<file path="src/common/scanline_macros.svh">
// geometry and timing constants for the scan-line sequencer
// memory page is 2**(SCAN_COLADDR_NUMBER-3) = 128 bursts of 8
// SCAN_PAR_LATENCY must cover the slower datapath (5 cycles)
`ifndef SCANLINE_MACROS_SVH
`define SCANLINE_MACROS_SVH

`define SCAN_ADDRESS_NUMBER    15     // ddr3 row bits
`define SCAN_COLADDR_NUMBER    10     // ddr3 column bits, 3 lsbs always 0
`define SCAN_XFER_BITS         6      // longest transfer 64 bursts
`define SCAN_FRAME_WIDTH_BITS  13     // frame width in 8-bursts
`define SCAN_FRAME_HEIGHT_BITS 16     // frame height in lines
`define SCAN_PAR_LATENCY       7      // settle cycles after write or start
`define SCAN_PENDING_BITS      2      // started but unfinished transfers
`define SCAN_CMD_BASE          'h120  // command address of this channel
`define SCAN_CMD_MASK          'h3f0  // low 4 bits select the register
`define SCAN_BUF_PAGES         4      // free pages at frame start

`endif
</file>
<file path="src/common/scan_cmd_pkg.sv">
// byte-serial command protocol types
// a command is AL, AH, D0..D3 with the strobe on AL
// only the low address nibble reaches the register decoder

package scan_cmd_pkg;

    typedef logic [3:0]  cmd_addr_t;
    typedef logic [31:0] cmd_data_t;

    typedef enum cmd_addr_t {
        MODE        = 4'h0,  // {extra_pages, enable, run_n_reset}
        START_ADDR  = 4'h2,  // 22-bit {row, col8}
        FULL_WIDTH  = 4'h3,  // line pitch, 0 means 8192
        WINDOW_WH   = 4'h4,  // width low half, height high half
        WINDOW_X0Y0 = 4'h5   // left low half, top high half
    } scan_reg_e;

    typedef struct packed {
        logic [1:0] extra_pages; // consumer holds more than one page
        logic       enable;
        logic       run_n_reset; // 0 holds the channel in reset
    } scan_mode_t;

endpackage

</file>
<file path="src/common/scan_geom_pkg.sv">
// frame and ddr3 geometry types
// widths come from scanline_macros.svh
// window width and height carry one extra bit, so zero programs the maximum
`include "scanline_macros.svh"

package scan_geom_pkg;

    localparam int RC_BITS = `SCAN_ADDRESS_NUMBER + `SCAN_COLADDR_NUMBER - 3; // 22

    typedef logic [RC_BITS-1:0]                  rc_addr_t;  // {row, col8}
    typedef logic [`SCAN_FRAME_WIDTH_BITS-1:0]   frame_x_t;
    typedef logic [`SCAN_FRAME_HEIGHT_BITS-1:0]  frame_y_t;
    typedef logic [`SCAN_FRAME_WIDTH_BITS:0]     win_w_t;    // msb set means 8192
    typedef logic [`SCAN_FRAME_HEIGHT_BITS:0]    win_h_t;    // msb set means 65536
    typedef logic [`SCAN_XFER_BITS:0]            xfer_len_t; // 1..64 bursts
    typedef logic [2:0]                          bank_t;

    typedef struct packed {
        rc_addr_t start_addr;       // frame origin, bank 0
        win_w_t   frame_full_width; // line pitch in 8-bursts
        win_w_t   window_width;
        win_h_t   window_height;
        frame_x_t window_x0;
        frame_y_t window_y0;
    } scan_cfg_t;

endpackage

</file>
<file path="src/common/scan_pos_if.sv">
// scan position out of the control, transfer descriptor back from the datapaths
// descriptor lags curr_x/curr_y by the datapath latency
`timescale 1ns/1ns

interface scan_pos_if;
    import scan_geom_pkg::*;

    frame_x_t  curr_x;      // window relative
    frame_y_t  curr_y;
    xfer_len_t xfer_num;    // bursts in the next transfer
    logic      last_in_row; // transfer ends the window line
    logic      last_row;    // curr_y is the last window line
    rc_addr_t  row_col;
    bank_t     bank;

    modport ctrl (output curr_x, curr_y, input xfer_num, last_in_row, last_row);
    modport len  (input curr_x, curr_y, output xfer_num, last_in_row, last_row);
    modport addr (input curr_x, curr_y, output row_col, bank);

endinterface

</file>
<file path="src/hdl/scanline_rw.sv">
// scan-line read sequencer for one ddr3 channel, read only
// descriptor outputs are valid from xfer_start, xfer_num128 of 0 means 64
// frames always start at the window origin
`timescale 1ns/1ns
`include "scanline_macros.svh"

module scanline_rw (
    input  logic                            rst,
    input  logic                            mclk,
    input  logic [7:0]                      cmd_ad,      // AL, AH, D0..D3
    input  logic                            cmd_stb,     // with AL
    input  logic                            frame_start,
    input  logic                            next_page,
    output logic                            frame_done,
    input  logic                            suspend,
    output logic                            xfer_want,
    output logic                            xfer_need,
    input  logic                            xfer_grant,
    output logic                            xfer_start,
    output logic [2:0]                      xfer_bank,
    output logic [`SCAN_ADDRESS_NUMBER-1:0] xfer_row,
    output logic [`SCAN_COLADDR_NUMBER-4:0] xfer_col,    // in 8-bursts
    output logic [`SCAN_XFER_BITS-1:0]      xfer_num128,
    input  logic                            xfer_done,
    output logic                            xfer_reset_page
);
    import scan_geom_pkg::*;
    import scan_cmd_pkg::*;

    cmd_addr_t  cmd_a;
    cmd_data_t  cmd_data;
    logic       cmd_we;
    scan_cfg_t  cfg;
    scan_mode_t mode;

    scan_pos_if pos_if ();

    assign xfer_bank   = pos_if.bank;
    assign xfer_row    = pos_if.row_col[RC_BITS-1:`SCAN_COLADDR_NUMBER-3];
    assign xfer_col    = pos_if.row_col[`SCAN_COLADDR_NUMBER-4:0];
    assign xfer_num128 = pos_if.xfer_num[`SCAN_XFER_BITS-1:0]; // 64 drops to 0

    cmd_deser i_cmd_deser (
        .rst      (rst),
        .mclk     (mclk),
        .cmd_ad   (cmd_ad),
        .cmd_stb  (cmd_stb),
        .cmd_a    (cmd_a),
        .cmd_data (cmd_data),
        .cmd_we   (cmd_we)
    );

    scanline_regs i_scanline_regs (
        .rst      (rst),
        .mclk     (mclk),
        .cmd_a    (cmd_a),
        .cmd_data (cmd_data),
        .cmd_we   (cmd_we),
        .cfg      (cfg),
        .mode     (mode)
    );

    scanline_ctrl i_scanline_ctrl (
        .rst             (rst),
        .mclk            (mclk),
        .mode            (mode),
        .cfg_write       (cmd_we),
        .frame_start     (frame_start),
        .next_page       (next_page),
        .suspend         (suspend),
        .xfer_grant      (xfer_grant),
        .xfer_done       (xfer_done),
        .frame_done      (frame_done),
        .xfer_want       (xfer_want),
        .xfer_need       (xfer_need),
        .xfer_start      (xfer_start),
        .xfer_reset_page (xfer_reset_page),
        .pos             (pos_if.ctrl)
    );

    scanline_len_calc i_scanline_len_calc (
        .mclk (mclk),
        .cfg  (cfg),
        .pos  (pos_if.len)
    );

    scanline_addr_pipe i_scanline_addr_pipe (
        .mclk (mclk),
        .cfg  (cfg),
        .pos  (pos_if.addr)
    );

endmodule

</file>
<file path="src/scanline/scanline_len_calc.sv">
// transfer length = min(64, bursts left in line, bursts left in 128-burst page)
// 4 cycles from curr_x/curr_y to xfer_num, last_in_row and last_row
`timescale 1ns/1ns
`include "scanline_macros.svh"

module scanline_len_calc (
    input  logic                     mclk,
    input  scan_geom_pkg::scan_cfg_t cfg,
    scan_pos_if.len                  pos
);
    import scan_geom_pkg::*;

    localparam int PB = `SCAN_COLADDR_NUMBER - 3;    // 7, page offset bits
    localparam int XB = `SCAN_XFER_BITS;
    localparam logic [PB:0] PAGE_SIZE = 1 << PB;     // 128 bursts
    localparam xfer_len_t   XFER_MAX  = 1 << XB;     // 64 bursts

    win_w_t      row_left;      // stage 1
    logic [PB-1:0] page_pos;    // frame_x inside the page
    win_h_t      next_y;
    logic [PB:0] page_left;     // stage 2
    xfer_len_t   lim_by_xfer;
    win_w_t      row_left_d;
    logic        last_row_d;
    xfer_len_t   num_r;         // stage 3
    win_w_t      row_left_dd;
    logic        last_row_dd;

    always_ff @(posedge mclk) begin
        row_left    <= cfg.window_width - win_w_t'(pos.curr_x);
        page_pos    <= pos.curr_x[PB-1:0] + cfg.window_x0[PB-1:0]; // wraps mod 128
        next_y      <= win_h_t'(pos.curr_y) + win_h_t'(1);
        page_left   <= PAGE_SIZE - {1'b0, page_pos};
        lim_by_xfer <= (|row_left[$bits(win_w_t)-1:XB]) ? XFER_MAX : row_left[XB:0];
        row_left_d  <= row_left;
        last_row_d  <= next_y == cfg.window_height;
        num_r       <= (page_left > {1'b0, lim_by_xfer}) ? lim_by_xfer : page_left[XB:0];
        row_left_dd <= row_left_d;
        last_row_dd <= last_row_d;
        pos.xfer_num    <= num_r;
        pos.last_in_row <= row_left_dd == win_w_t'(num_r);
        pos.last_row    <= last_row_dd;
    end

endmodule

</file>
<file path="src/scanline/scanline_addr_pipe.sv">
// row_col = start_addr + (frame_y / 8) * full_width + frame_x, 5 cycles
// bank = frame_y mod 8, delayed to line up with row_col
// product is truncated to 22 bits, pitch times rows must stay in memory
`timescale 1ns/1ns
`include "scanline_macros.svh"

module scanline_addr_pipe (
    input  logic                     mclk,
    input  scan_geom_pkg::scan_cfg_t cfg,
    scan_pos_if.addr                 pos
);
    import scan_geom_pkg::*;

    localparam int HB = `SCAN_FRAME_HEIGHT_BITS;

    frame_x_t                    frame_x;           // stage 1
    frame_y_t                    frame_y;
    logic [HB-4:0]               frame_y8;          // stage 2, bank removed
    win_w_t                      full_width_r;
    logic [HB-3+$bits(win_w_t)-1:0] mul_w;
    rc_addr_t                    mul_rslt;          // stage 3
    rc_addr_t                    start_addr_r;
    rc_addr_t                    line_start;        // stage 4
    frame_x_t                    frame_x_d [0:2];
    bank_t                       bank_d [0:3];

    assign mul_w    = frame_y8 * full_width_r;      // maps onto one dsp
    assign pos.bank = bank_d[3];

    always_ff @(posedge mclk) begin
        frame_x      <= pos.curr_x + cfg.window_x0;
        frame_y      <= pos.curr_y + cfg.window_y0;
        frame_y8     <= frame_y[HB-1:3];
        full_width_r <= cfg.frame_full_width;       // absorbed into the dsp input
        mul_rslt     <= mul_w[RC_BITS-1:0];
        start_addr_r <= cfg.start_addr;
        line_start   <= start_addr_r + mul_rslt;
        pos.row_col  <= line_start + rc_addr_t'(frame_x_d[2]);
        frame_x_d[0] <= frame_x;
        bank_d[0]    <= frame_y[2:0];
        for (int i = 1; i < 3; i++)
            frame_x_d[i] <= frame_x_d[i-1];
        for (int i = 1; i < 4; i++)
            bank_d[i] <= bank_d[i-1];
    end

endmodule

</file>
<file path="src/scanline/scanline_ctrl.sv">
// request FSM of the channel: busy, want/need, free pages, position stepping
// descriptor is trusted only SCAN_PAR_LATENCY cycles after a write or a start
// run_n_reset=0 aborts the frame without frame_done
`timescale 1ns/1ns
`include "scanline_macros.svh"

module scanline_ctrl (
    input  logic                     rst,
    input  logic                     mclk,
    input  scan_cmd_pkg::scan_mode_t mode,
    input  logic                     cfg_write,   // any accepted command write
    input  logic                     frame_start,
    input  logic                     next_page,   // consumer released a page
    input  logic                     suspend,
    input  logic                     xfer_grant,
    input  logic                     xfer_done,
    output logic                     frame_done,
    output logic                     xfer_want,
    output logic                     xfer_need,
    output logic                     xfer_start,
    output logic                     xfer_reset_page,
    scan_pos_if.ctrl                 pos
);
    import scan_geom_pkg::*;

    localparam int LAT = `SCAN_PAR_LATENCY;

    logic                          busy;
    logic                          last_block;  // final transfer already started
    logic [LAT-1:0]                par_mod;     // fills with ones while settling
    logic [2:0]                    free_pages;
    logic [`SCAN_PENDING_BITS-1:0] pending;     // started, not yet done
    logic                          chn_rst;
    logic                          chn_en;
    logic                          calc_valid;
    logic                          pre_want;
    logic                          pages_ok;

    assign chn_rst    = ~mode.run_n_reset;
    assign chn_en     = mode.enable & mode.run_n_reset;
    assign calc_valid = par_mod[LAT-1];
    assign pages_ok   = free_pages > {1'b0, mode.extra_pages};
    assign pre_want   = chn_en && busy && !xfer_want && !xfer_start && calc_valid &&
                        !last_block && !suspend;

    always_ff @(posedge mclk or posedge rst) begin
        if (rst) begin
            par_mod         <= '0;
            busy            <= 1'b0;
            xfer_start      <= 1'b0;
            xfer_want       <= 1'b0;
            xfer_need       <= 1'b0;
            xfer_reset_page <= 1'b1;                   // mode clears to reset
            frame_done      <= 1'b0;
        end else begin
            if (cfg_write || xfer_start || chn_rst)
                par_mod <= '0;                         // restart settling
            else
                par_mod <= {par_mod[LAT-2:0], 1'b1};

            if (chn_rst || frame_done)
                busy <= 1'b0;
            else if (frame_start)
                busy <= 1'b1;

            xfer_start      <= xfer_grant && !chn_rst; // one cycle after grant
            xfer_reset_page <= chn_rst;

            if (chn_rst || xfer_grant)
                xfer_want <= 1'b0;
            else if (pre_want && pages_ok)
                xfer_want <= 1'b1;

            if (chn_rst || xfer_grant)
                xfer_need <= 1'b0;
            else if (pre_want && pages_ok && (free_pages >= 3'd3))
                xfer_need <= 1'b1;                     // buffer nearly empty

            frame_done <= busy && !chn_rst && last_block && xfer_done &&
                          (pending == `SCAN_PENDING_BITS'(1));
        end
    end

    always_ff @(posedge mclk or posedge rst) begin
        if (rst) begin
            free_pages <= '0;
            pending    <= '0;
            last_block <= 1'b0;
        end else begin
            if (frame_start)
                free_pages <= 3'(`SCAN_BUF_PAGES);
            else if (xfer_start && !next_page)
                free_pages <= free_pages - 3'd1;
            else if (!xfer_start && next_page)
                free_pages <= free_pages + 3'd1;

            if (chn_rst || !busy)
                pending <= '0;
            else if (xfer_start && !xfer_done)
                pending <= pending + 1'b1;
            else if (!xfer_start && xfer_done)
                pending <= pending - 1'b1;

            if (chn_rst || !busy)
                last_block <= 1'b0;
            else if (xfer_start && pos.last_row && pos.last_in_row)
                last_block <= 1'b1;
        end
    end

    // every frame starts at the window origin
    always_ff @(posedge mclk or posedge rst) begin
        if (rst) begin
            pos.curr_x <= '0;
            pos.curr_y <= '0;
        end else if (chn_rst || frame_start) begin
            pos.curr_x <= '0;
            pos.curr_y <= '0;
        end else if (xfer_start) begin
            pos.curr_x <= pos.last_in_row ? '0 : pos.curr_x + frame_x_t'(pos.xfer_num);
            if (pos.last_in_row)
                pos.curr_y <= pos.curr_y + frame_y_t'(1);
        end
    end

endmodule

</file>
<file path="src/scanline/scanline_regs.sv">
// parameter and mode registers, written one cycle after cmd_we
// zero width or pitch sets the carry bit (8192), zero height means 65536
// unknown register indices are ignored
`timescale 1ns/1ns
`include "scanline_macros.svh"

module scanline_regs (
    input  logic                      rst,
    input  logic                      mclk,
    input  scan_cmd_pkg::cmd_addr_t   cmd_a,
    input  scan_cmd_pkg::cmd_data_t   cmd_data,
    input  logic                      cmd_we,
    output scan_geom_pkg::scan_cfg_t  cfg,
    output scan_cmd_pkg::scan_mode_t  mode
);
    import scan_geom_pkg::*;
    import scan_cmd_pkg::*;

    localparam int WB = `SCAN_FRAME_WIDTH_BITS;
    localparam int HB = `SCAN_FRAME_HEIGHT_BITS;

    logic lsw_zero; // low half width field all zero
    logic msw_zero; // high half height field all zero

    assign lsw_zero = ~|cmd_data[WB-1:0];
    assign msw_zero = ~|cmd_data[HB+15:16];

    always_ff @(posedge mclk or posedge rst) begin
        if (rst) begin
            mode <= '0;   // channel held in reset
            cfg  <= '0;
        end else if (cmd_we) begin
            case (cmd_a)
                MODE:        mode <= scan_mode_t'(cmd_data[3:0]);
                START_ADDR:  cfg.start_addr <= cmd_data[RC_BITS-1:0];
                FULL_WIDTH:  cfg.frame_full_width <= {lsw_zero, cmd_data[WB-1:0]};
                WINDOW_WH: begin
                    cfg.window_width  <= {lsw_zero, cmd_data[WB-1:0]};
                    cfg.window_height <= {msw_zero, cmd_data[HB+15:16]};
                end
                WINDOW_X0Y0: begin
                    cfg.window_x0 <= cmd_data[WB-1:0];
                    cfg.window_y0 <= cmd_data[HB+15:16];
                end
                default: ;    // reserved index
            endcase
        end
    end

endmodule

</file>
<file path="src/hdl/cmd_deser.sv">
// collects the six command bytes, a new strobe restarts the sequence
// cmd_we pulses one cycle after the sixth byte and only on an address hit
// cmd_a and cmd_data hold until the next command arrives
`timescale 1ns/1ns
`include "scanline_macros.svh"

module cmd_deser (
    input  logic                    rst,
    input  logic                    mclk,
    input  logic [7:0]              cmd_ad,
    input  logic                    cmd_stb,
    output scan_cmd_pkg::cmd_addr_t cmd_a,
    output scan_cmd_pkg::cmd_data_t cmd_data,
    output logic                    cmd_we
);
    logic [2:0]  byte_cnt;  // 0 idle, 1..5 bytes still expected
    logic [47:0] shift_sr;  // first byte ends up in the low byte
    logic [15:0] addr_w;
    logic        last_byte;
    logic        addr_hit;

    assign last_byte = (byte_cnt == 3'd5) && !cmd_stb;
    assign addr_w    = shift_sr[23:8]; // AL, AH before the final shift
    assign addr_hit  = (addr_w & 16'(`SCAN_CMD_MASK)) == (16'(`SCAN_CMD_BASE) & 16'(`SCAN_CMD_MASK));
    assign cmd_a     = shift_sr[3:0];
    assign cmd_data  = shift_sr[47:16];

    always_ff @(posedge mclk or posedge rst) begin
        if (rst) begin
            byte_cnt <= '0;
            cmd_we   <= 1'b0;
        end else begin
            cmd_we <= last_byte && addr_hit;
            if (cmd_stb)
                byte_cnt <= 3'd1;                  // AL on the bus
            else if (byte_cnt != '0)
                byte_cnt <= last_byte ? 3'd0 : byte_cnt + 3'd1;
        end
    end

    always_ff @(posedge mclk) begin
        if (cmd_stb || (byte_cnt != '0))
            shift_sr <= {cmd_ad, shift_sr[47:8]};  // shift in from the top
    end

endmodule

</file>
<file path="config.mk">
export PLATFORM = sky130hd
export DESIGN_NAME = scanline_rw
export DESIGN_NICKNAME = d
export VERILOG_FILES = /design/src/common/scan_cmd_pkg.sv /design/src/common/scan_geom_pkg.sv /design/src/common/scan_pos_if.sv /design/src/hdl/scanline_rw.sv /design/src/scanline/scanline_len_calc.sv /design/src/scanline/scanline_addr_pipe.sv /design/src/scanline/scanline_ctrl.sv /design/src/scanline/scanline_regs.sv /design/src/hdl/cmd_deser.sv
export VERILOG_INCLUDE_DIRS = /design/src /design/src/common
export SDC_FILE = /design/constraint.sdc
export NUM_CORES = 1
export LEC_CHECK = 0
export BUFFER_PORTS_ARGS = -buffer_cell sky130_fd_sc_hd__buf_2
export CELL_PAD_IN_SITES_DETAIL_PLACEMENT = 0
export CELL_PAD_IN_SITES_GLOBAL_PLACEMENT = 2
export CORE_UTILIZATION = 39
export CTS_CLUSTER_SIZE = 30
export DETAILED_ROUTE_END_ITERATION = 7
export HOLD_SLACK_MARGIN = 0.02
export PLACE_DENSITY_LB_ADDON = 0.25
export SYNTH_ARGS = -nofsm -noshare
export SYNTH_HDL_FRONTEND = slang
export SYNTH_SLANG_ARGS = --single-unit
</file>
<file path="constraint.sdc">
create_clock -name mclk -period 4.8 [get_ports mclk]
set_input_delay 0.24 -clock mclk [delete_from_list [all_inputs] [get_ports mclk]]
set_output_delay 0.24 -clock mclk [all_outputs]
set_load 0.02 [all_outputs]
</file>
## After elaboration in Yosys (flattened, before gate mapping)

Memories as Yosys holds them, arrays and structs flattened.
Cells that the tools add are included.

| cells by class | value |
|---|---|
| add/subtract/negate cells | 15 |
| multipliers | 1 |
| $lt $le $gt $ge | 3 |
| equal/unequal tests | 9 |
| multiplexer cells | 25 |
| bitwise logic cells | 2 |
| reductions and logical operators | 58 |

Operator list:

| cell | count |
|---|---|
| 16-bit two-way mux | 3 |
| 13-bit two-way mux | 3 |
| 22-bit by 13-bit adder with 22-bit output | 1 |
| 22-bit adder | 1 |
| 13-bit by 14-bit multiplier with 22-bit output | 1 |
| 1-bit logical AND | 21 |
| 3-bit two-way mux | 6 |
| 16-bit by 1-bit adder with 17-bit output, second input constant | 1 |
| 17-bit == test | 1 |
| 16-bit by 1-bit adder with 16-bit output, second input constant | 1 |
| 16-bit adder | 1 |
| 16-bit OR reduction | 1 |
| 14-bit by 7-bit == test with 1-bit output | 1 |
| 7-bit two-way mux | 2 |
| 2-bit nonzero test | 7 |
| 14-bit by 13-bit subtractor with 14-bit output | 1 |
| 13-bit adder | 1 |
| 13-bit by 7-bit adder with 13-bit output | 1 |
| 13-bit OR reduction | 1 |
| 2-bit AND reduction | 6 |
| 1-bit logical NOT | 10 |
| 3-bit nonzero test | 3 |
| 4-bit by 2-bit == test with 1-bit output, second input constant | 2 |
| 4-bit by 3-bit == test with 1-bit output, second input constant | 2 |
| 19 further kinds | 35 |

| storage, ports and cells | value |
|---|---|
| register bits after elaboration | 443 |
| memory bits (writable) | 51 |
| bits of input ports | 16 |
| output and inout bits | 36 |
| word-level logic and storage cells | 160 |
| memories | 2 |

Memories:

| name | depth | bits a word | read ports | clocked after Yosys merged registers in | wr ports | RTL line | source |
|---|---|---|---|---|---|---|---|
| i_scanline_addr_pipe.frame_x_d | 3 | 13 | 3 | 0 | 3 | scanline_addr_pipe.sv:24 | `frame_x_t frame_x_d [0:2];` |
| i_scanline_addr_pipe.bank_d | 4 | 3 | 4 | 0 | 4 | scanline_addr_pipe.sv:25 | `bank_t bank_d [0:3];` |

## Logic depth before layout (Yosys ltp)

| logic depth | value |
|---|---|
| depth after elaboration | 11 |
| mapped depth | 20 |
| gate-level depth less buffers | 19 |

## Hierarchy

From an unflattened synthesis, not the netlist that was laid out.

| second synthesis, totals | value |
|---|---|
| cell total of the unflattened synthesis | 2160 |
| area, all modules | 24210.7 um^2 |

Modules (own cells, without submodules):

| module | times used | cells each | area each (um^2) | seq. area each (um^2) |
|---|---|---|---|---|
| scanline_addr_pipe | 1 | 1209 | 12037.8 | 3903.7 |
| scanline_regs | 1 | 232 | 3925.0 | 2502.4 |
| scanline_len_calc | 1 | 361 | 3877.5 | 1981.9 |
| scanline_ctrl | 1 | 255 | 2517.4 | 1202.4 |
| cmd_deser | 1 | 103 | 1853.0 | 1421.4 |

## Least setup slack after synthesis

No wires, ideal clock.

| timing path | value |
|---|---|
| path type | register to register |
| from | register i_scanline_addr_pipe.frame_y8[6] |
| to | register i_scanline_addr_pipe.mul_rslt[18] |
| library setup time | 0.123 ns |
| arrival time | 4.881 ns |
| required time | 4.677 ns |
| setup slack | -0.204 ns |
| cell stages (with the launch flop) | 19 |
| buffers on the path | 1 |
| clock period less this slack | 5.004 ns |
| cells stage by stage | dfxtp_1 > clkbuf_1 > nand2_1 > fa_1 > fa_1 > inv_1 > fa_1 > fa_1 > inv_1 > fa_1 > inv_1 > ha_1 > a21o_1 > a21o_1 > a21oi_1 > o21ai_0 > a211oi_1 > o21bai_1 > xor2_1 |

| on the way | value |
|---|---|
| word-level cells in the longest chain between the ends | 1 |

RTL lines:

| what | RTL line | source |
|---|---|---|
| start, declared | scanline_addr_pipe.sv:18 | `logic [HB-4:0] frame_y8;` |
| start signal, assigned | scanline_addr_pipe.sv:33 | `frame_y8 <= frame_y[HB-1:3];` |
| 13-bit by 14-bit multiplier with 22-bit output | scanline_addr_pipe.sv:27 | `assign mul_w = frame_y8 * full_width_r;` |
| named net i_scanline_addr_pipe.mul_w[18] | scanline_addr_pipe.sv:20 | `logic [HB-3+$bits(win_w_t)-1:0] mul_w;` |
| end signal, assigned | scanline_addr_pipe.sv:35 | `mul_rslt <= mul_w[RC_BITS-1:0];` |
| end, declared | scanline_addr_pipe.sv:21 | `rc_addr_t mul_rslt;` |

The timed path passes the listed nets, and every way through them passes these cells.
A chain may end at the register's enable or synchronous reset.

## Worst setup path in the final report

| timing path | value |
|---|---|
| from | register i_scanline_addr_pipe.full_width_r[11] |
| to | register i_scanline_addr_pipe.mul_rslt[19] |

| on the way | value |
|---|---|
| word-level cells in the longest chain between the ends | 1 |

RTL lines:

| what | RTL line | source |
|---|---|---|
| start, declared | scanline_addr_pipe.sv:19 | `win_w_t full_width_r;` |
| start signal, assigned | scanline_addr_pipe.sv:34 | `full_width_r <= cfg.frame_full_width;` |
| 13-bit by 14-bit multiplier with 22-bit output | scanline_addr_pipe.sv:27 |  |
| named net i_scanline_addr_pipe.mul_w[19] | scanline_addr_pipe.sv:20 |  |

The timed path passes the listed nets, and every way through them passes these cells.

==> results.cfg <==
[timing]
grt_setup_unrepaired = true
layout_worst_path_cycle_share = 0.980
fmax_mhz = 213
finalMaxSlewViolations = 0
clock-skew-final_ns = 0.0179
layout_setup_ws_ns = 0.0943
hold_violations = 0
worst_slew_margin_rel = 0.243
slew_at_the_pin_closest_to_its_max_slew_limit_ns = 1.14
min_period_ns = 4.71
timing.final.setup_violations = 0

[place]
port-buffer-count = 51
globalplace.congestion = 0.823
place_hpwl_microns = 37700
pre_cts_slack_ns = -0.325

[critical_path]
worst-setup-path-type = reg2reg
endpoint_kind = flip-flop
regToRegStartpoint = i_scanline_addr_pipe.full_width_r[11]
endpoint_of_the_worst_register_to_register_path = i_scanline_addr_pipe.mul_rslt[19]
worst_setup_path_start = i_scanline_addr_pipe.full_width_r[11]
ff2ff_path_depth = 18
worst-endpoint-arrival_ns = 5.24
ff2ff_setup_slack_ns = 0.09
crit_fanout = 4
worstPathRequired_ns = 5.33
worst_setup_path_start_kind = flip-flop

[clock_network]
cts-root-buf = sky130_fd_sc_hd__clkbuf_16
cts_made_buffers = 53
clock_insertion_delay_worst_skew_ns = 0.61
clock-sinks = 482
ctsLongestPathBuffers = 3
htree_levels = 2
clkSlewWorstSetupHoldPaths_ns = 0.06
tritoncts_clock_tree = done

[power_and_ir_drop]
total_power_mw = 9.06
p_per_area_nw_per_um2 = 331
leakage_nw = 12.9
vdd_drop_max_mv = 0.287

[logic_synthesis]
yosys-top-cells-count = sky130_fd_sc_hd__dfxtp_1, sky130_fd_sc_hd__inv_1, sky130_fd_sc_hd__dfrtp_1
yosysMostFrequentCell = sky130_fd_sc_hd__dfxtp_1
postSynth.topFlopCell = sky130_fd_sc_hd__dfxtp_1
synth.top_cell.area_share = 0.246
yosysWarningCount = 0
synth_area_leaders = sky130_fd_sc_hd__dfxtp_1, sky130_fd_sc_hd__dfrtp_1, sky130_fd_sc_hd__fa_1
netlist_area_sq_um = 23300
synth_async_sr_flop_share = 0.315
seq_cells_post_synth = 482
ys_seq_area_frac = 0.466
synth_cell_types = 76
synth_enable_flop_cells = 44
synthesis.nets = 2382
synth_area_per_cell_sq_um = 11.2
yosysTopAreaCell = sky130_fd_sc_hd__dfxtp_1
post_synth_inst_count = 2087

[route]
drtPass1Iterations = 5
wl_met2_microns = 22800
first_drt_iteration_drcs = 587
met3_wl_microns = 1900
via_per_inst = 4.75
met1_wire_length_microns = 24600
finalWirelength_microns = 50300
highest_layer = met4
drtAntennaViolNets = 0
wl_per_cell_microns = 16.5
remaining_drc_errors = 0
vias = 14500

[layout]
postLayoutCoreUtil = 0.463
n_antenna_cell = 0
layout-area-overhead-vs-synth_pct = 17.5
post_route_cells_drive_above_1_share = 0.188
nets = 2532
n_fill_cell = 5482

[global_routing]
overflow = 0
grt_antenna_before_repair = 2
first_global_vias = 15100
wire_length_of_the_first_global_routing_pass_microns = 81700
grt_max_degree = 113
groute.usage.overall = 0.172

[die]
dieHeight_microns = 246
floorplan.initialDensity = 0.394
fp.coreArea_sq_um = 59000
die_width_microns = 246
core.rowCount = 89
floorplan.die_area_sq_um = 60700
top_level_ports = 52

[hold_path]
hold-path-endpoint = i_scanline_addr_pipe.bank_d[0][2]
hold_path_class = reg2reg
hold_path.startpoint = i_scanline_addr_pipe.frame_y[2]
min_path_cells = 0

[status]
run_status = completed

[flow_run]
drv_cap = 0
==> worst max-delay path by stage <==
stage	slack (ns)	cells past startpoint	end
floorplan	0.02	19	i_scanline_addr_pipe.mul_rslt[18]
global placement	-0.27	17	i_scanline_addr_pipe.mul_rslt[21]
detailed placement	-0.32	17	i_scanline_addr_pipe.mul_rslt[21]
CTS	0.003	21	i_scanline_addr_pipe.mul_rslt[20]
global route	-0.10	18	i_scanline_addr_pipe.mul_rslt[18]
finish	0.09	18	i_scanline_addr_pipe.mul_rslt[19]
==> cell families (layout without fill, tap and decap cells) <==
family,count (synthesis),count (layout),share of synthesized area
muxes,98,98,0.0472
buffers and inverters,305,500,0.0501
AOI/OAI and AO/OA,242,242,0.0726
xor gates and xnor gates,154,154,0.0579
DFF,482,482,0.466
and+or+nand+nor,527,527,0.114
adders and majority gates,279,279,0.192
==> repair_timing <==
| action | in CTS | in global routing |
|---|---|---|
| buffers inserted | 2 | 7 |
| endpoints found under the setup margin | 9 | 9 |
| pin swaps | 20 | 53 |
| resized for setup | 51 | 76 |
| hold buffers | 15 | 0 |
| endpoints found under the hold margin | 130 | 0 |
==> metrics by stage <==
step           std cells  cell area [sq um]  setup TNS, ns  hold WS, ns
2_1_floorplan       2087              23300              0        0.306
3_3_place_gp        2931              24900          -1.15        0.311
3_5_place_dp        2931              24900          -1.50        0.312
4_1_cts             3048              27000              0        0.290
5_1_grt             3055              27400         -0.348        0.320
6_report            3055              27400              0        0.323
==> cell type report <==
cell class	count	area [sq um]	share of cell area
Clock inverter	26	283	0.0103
Tap cell	773	967	0.0354
Sequential cell	482	10900	0.399
Timing Repair Buffer	152	1100	0.0403
Inverter	248	936	0.0342
Clock buffer	74	1550	0.0565
Multi-Input combinational cell	1300	11600	0.424
==> cell usage in the layout (no fill, tap or decap), drive strengths merged, types with 44 or more instances in the layout <==
cell    count
clkbuf     74
buf       137
xor2       66
dfxtp     286
fa        131
xnor2      88
o21ai      44
inv       252
nand2     146
mux2       95
a21oi      65
nor2      107
and2      103
dfrtp     151
edfxtp     44
ha        148
==> worst max-delay path, cell delays in order (launching register included) <==
cell and delay [ns]:
sky130_fd_sc_hd__dfxtp_2 0.34, sky130_fd_sc_hd__and2_4 0.17, sky130_fd_sc_hd__fa_1 0.55, sky130_fd_sc_hd__inv_1 0.06, sky130_fd_sc_hd__fa_1 0.49, sky130_fd_sc_hd__inv_2 0.04
sky130_fd_sc_hd__fa_1 0.50, sky130_fd_sc_hd__fa_1 0.51, sky130_fd_sc_hd__inv_1 0.04, sky130_fd_sc_hd__fa_1 0.49, sky130_fd_sc_hd__inv_2 0.05, sky130_fd_sc_hd__ha_4 0.21
sky130_fd_sc_hd__a21o_1 0.17, sky130_fd_sc_hd__a21o_1 0.21, sky130_fd_sc_hd__a21oi_4 0.19, sky130_fd_sc_hd__buf_4 0.14, sky130_fd_sc_hd__a31oi_4 0.09, sky130_fd_sc_hd__o41ai_2 0.24
sky130_fd_sc_hd__xnor2_1 0.15
==> routing by layer <==
| layer | vias to the layer above | track usage |
|---|---|---|
| li1 | 7187 | - |
| met1 | 7012 | 0.242 |
| met2 | 228 | 0.273 |
| met3 | 74 | 0.0259 |
| met4 | 0 | 0.0496 |
| met5 | - | 0 |
==> flip-flops by register name, summed over array words and instances (netlist names), 17 cells and up <==
name and count:
i_scanline_addr_pipe.frame_x_d 38, i_scanline_addr_pipe.pos.row_col 22, i_scanline_regs.cfg 96, i_scanline_addr_pipe.mul_rslt 22, i_cmd_deser.shift_sr 44, i_scanline_addr_pipe.line_start 22
i_scanline_addr_pipe.start_addr_r 22, i_scanline_len_calc.next_y 17
==> where the power goes <==
group,switching [mW],leakage [nW],internal [mW]
Sequential,0.291,4.89,4.33
Clock,1.69,0.902,2.43
Combinational,0.206,7.12,0.115
Total,2.19,12.9,6.88
Power figures use the tool's default switching activity.
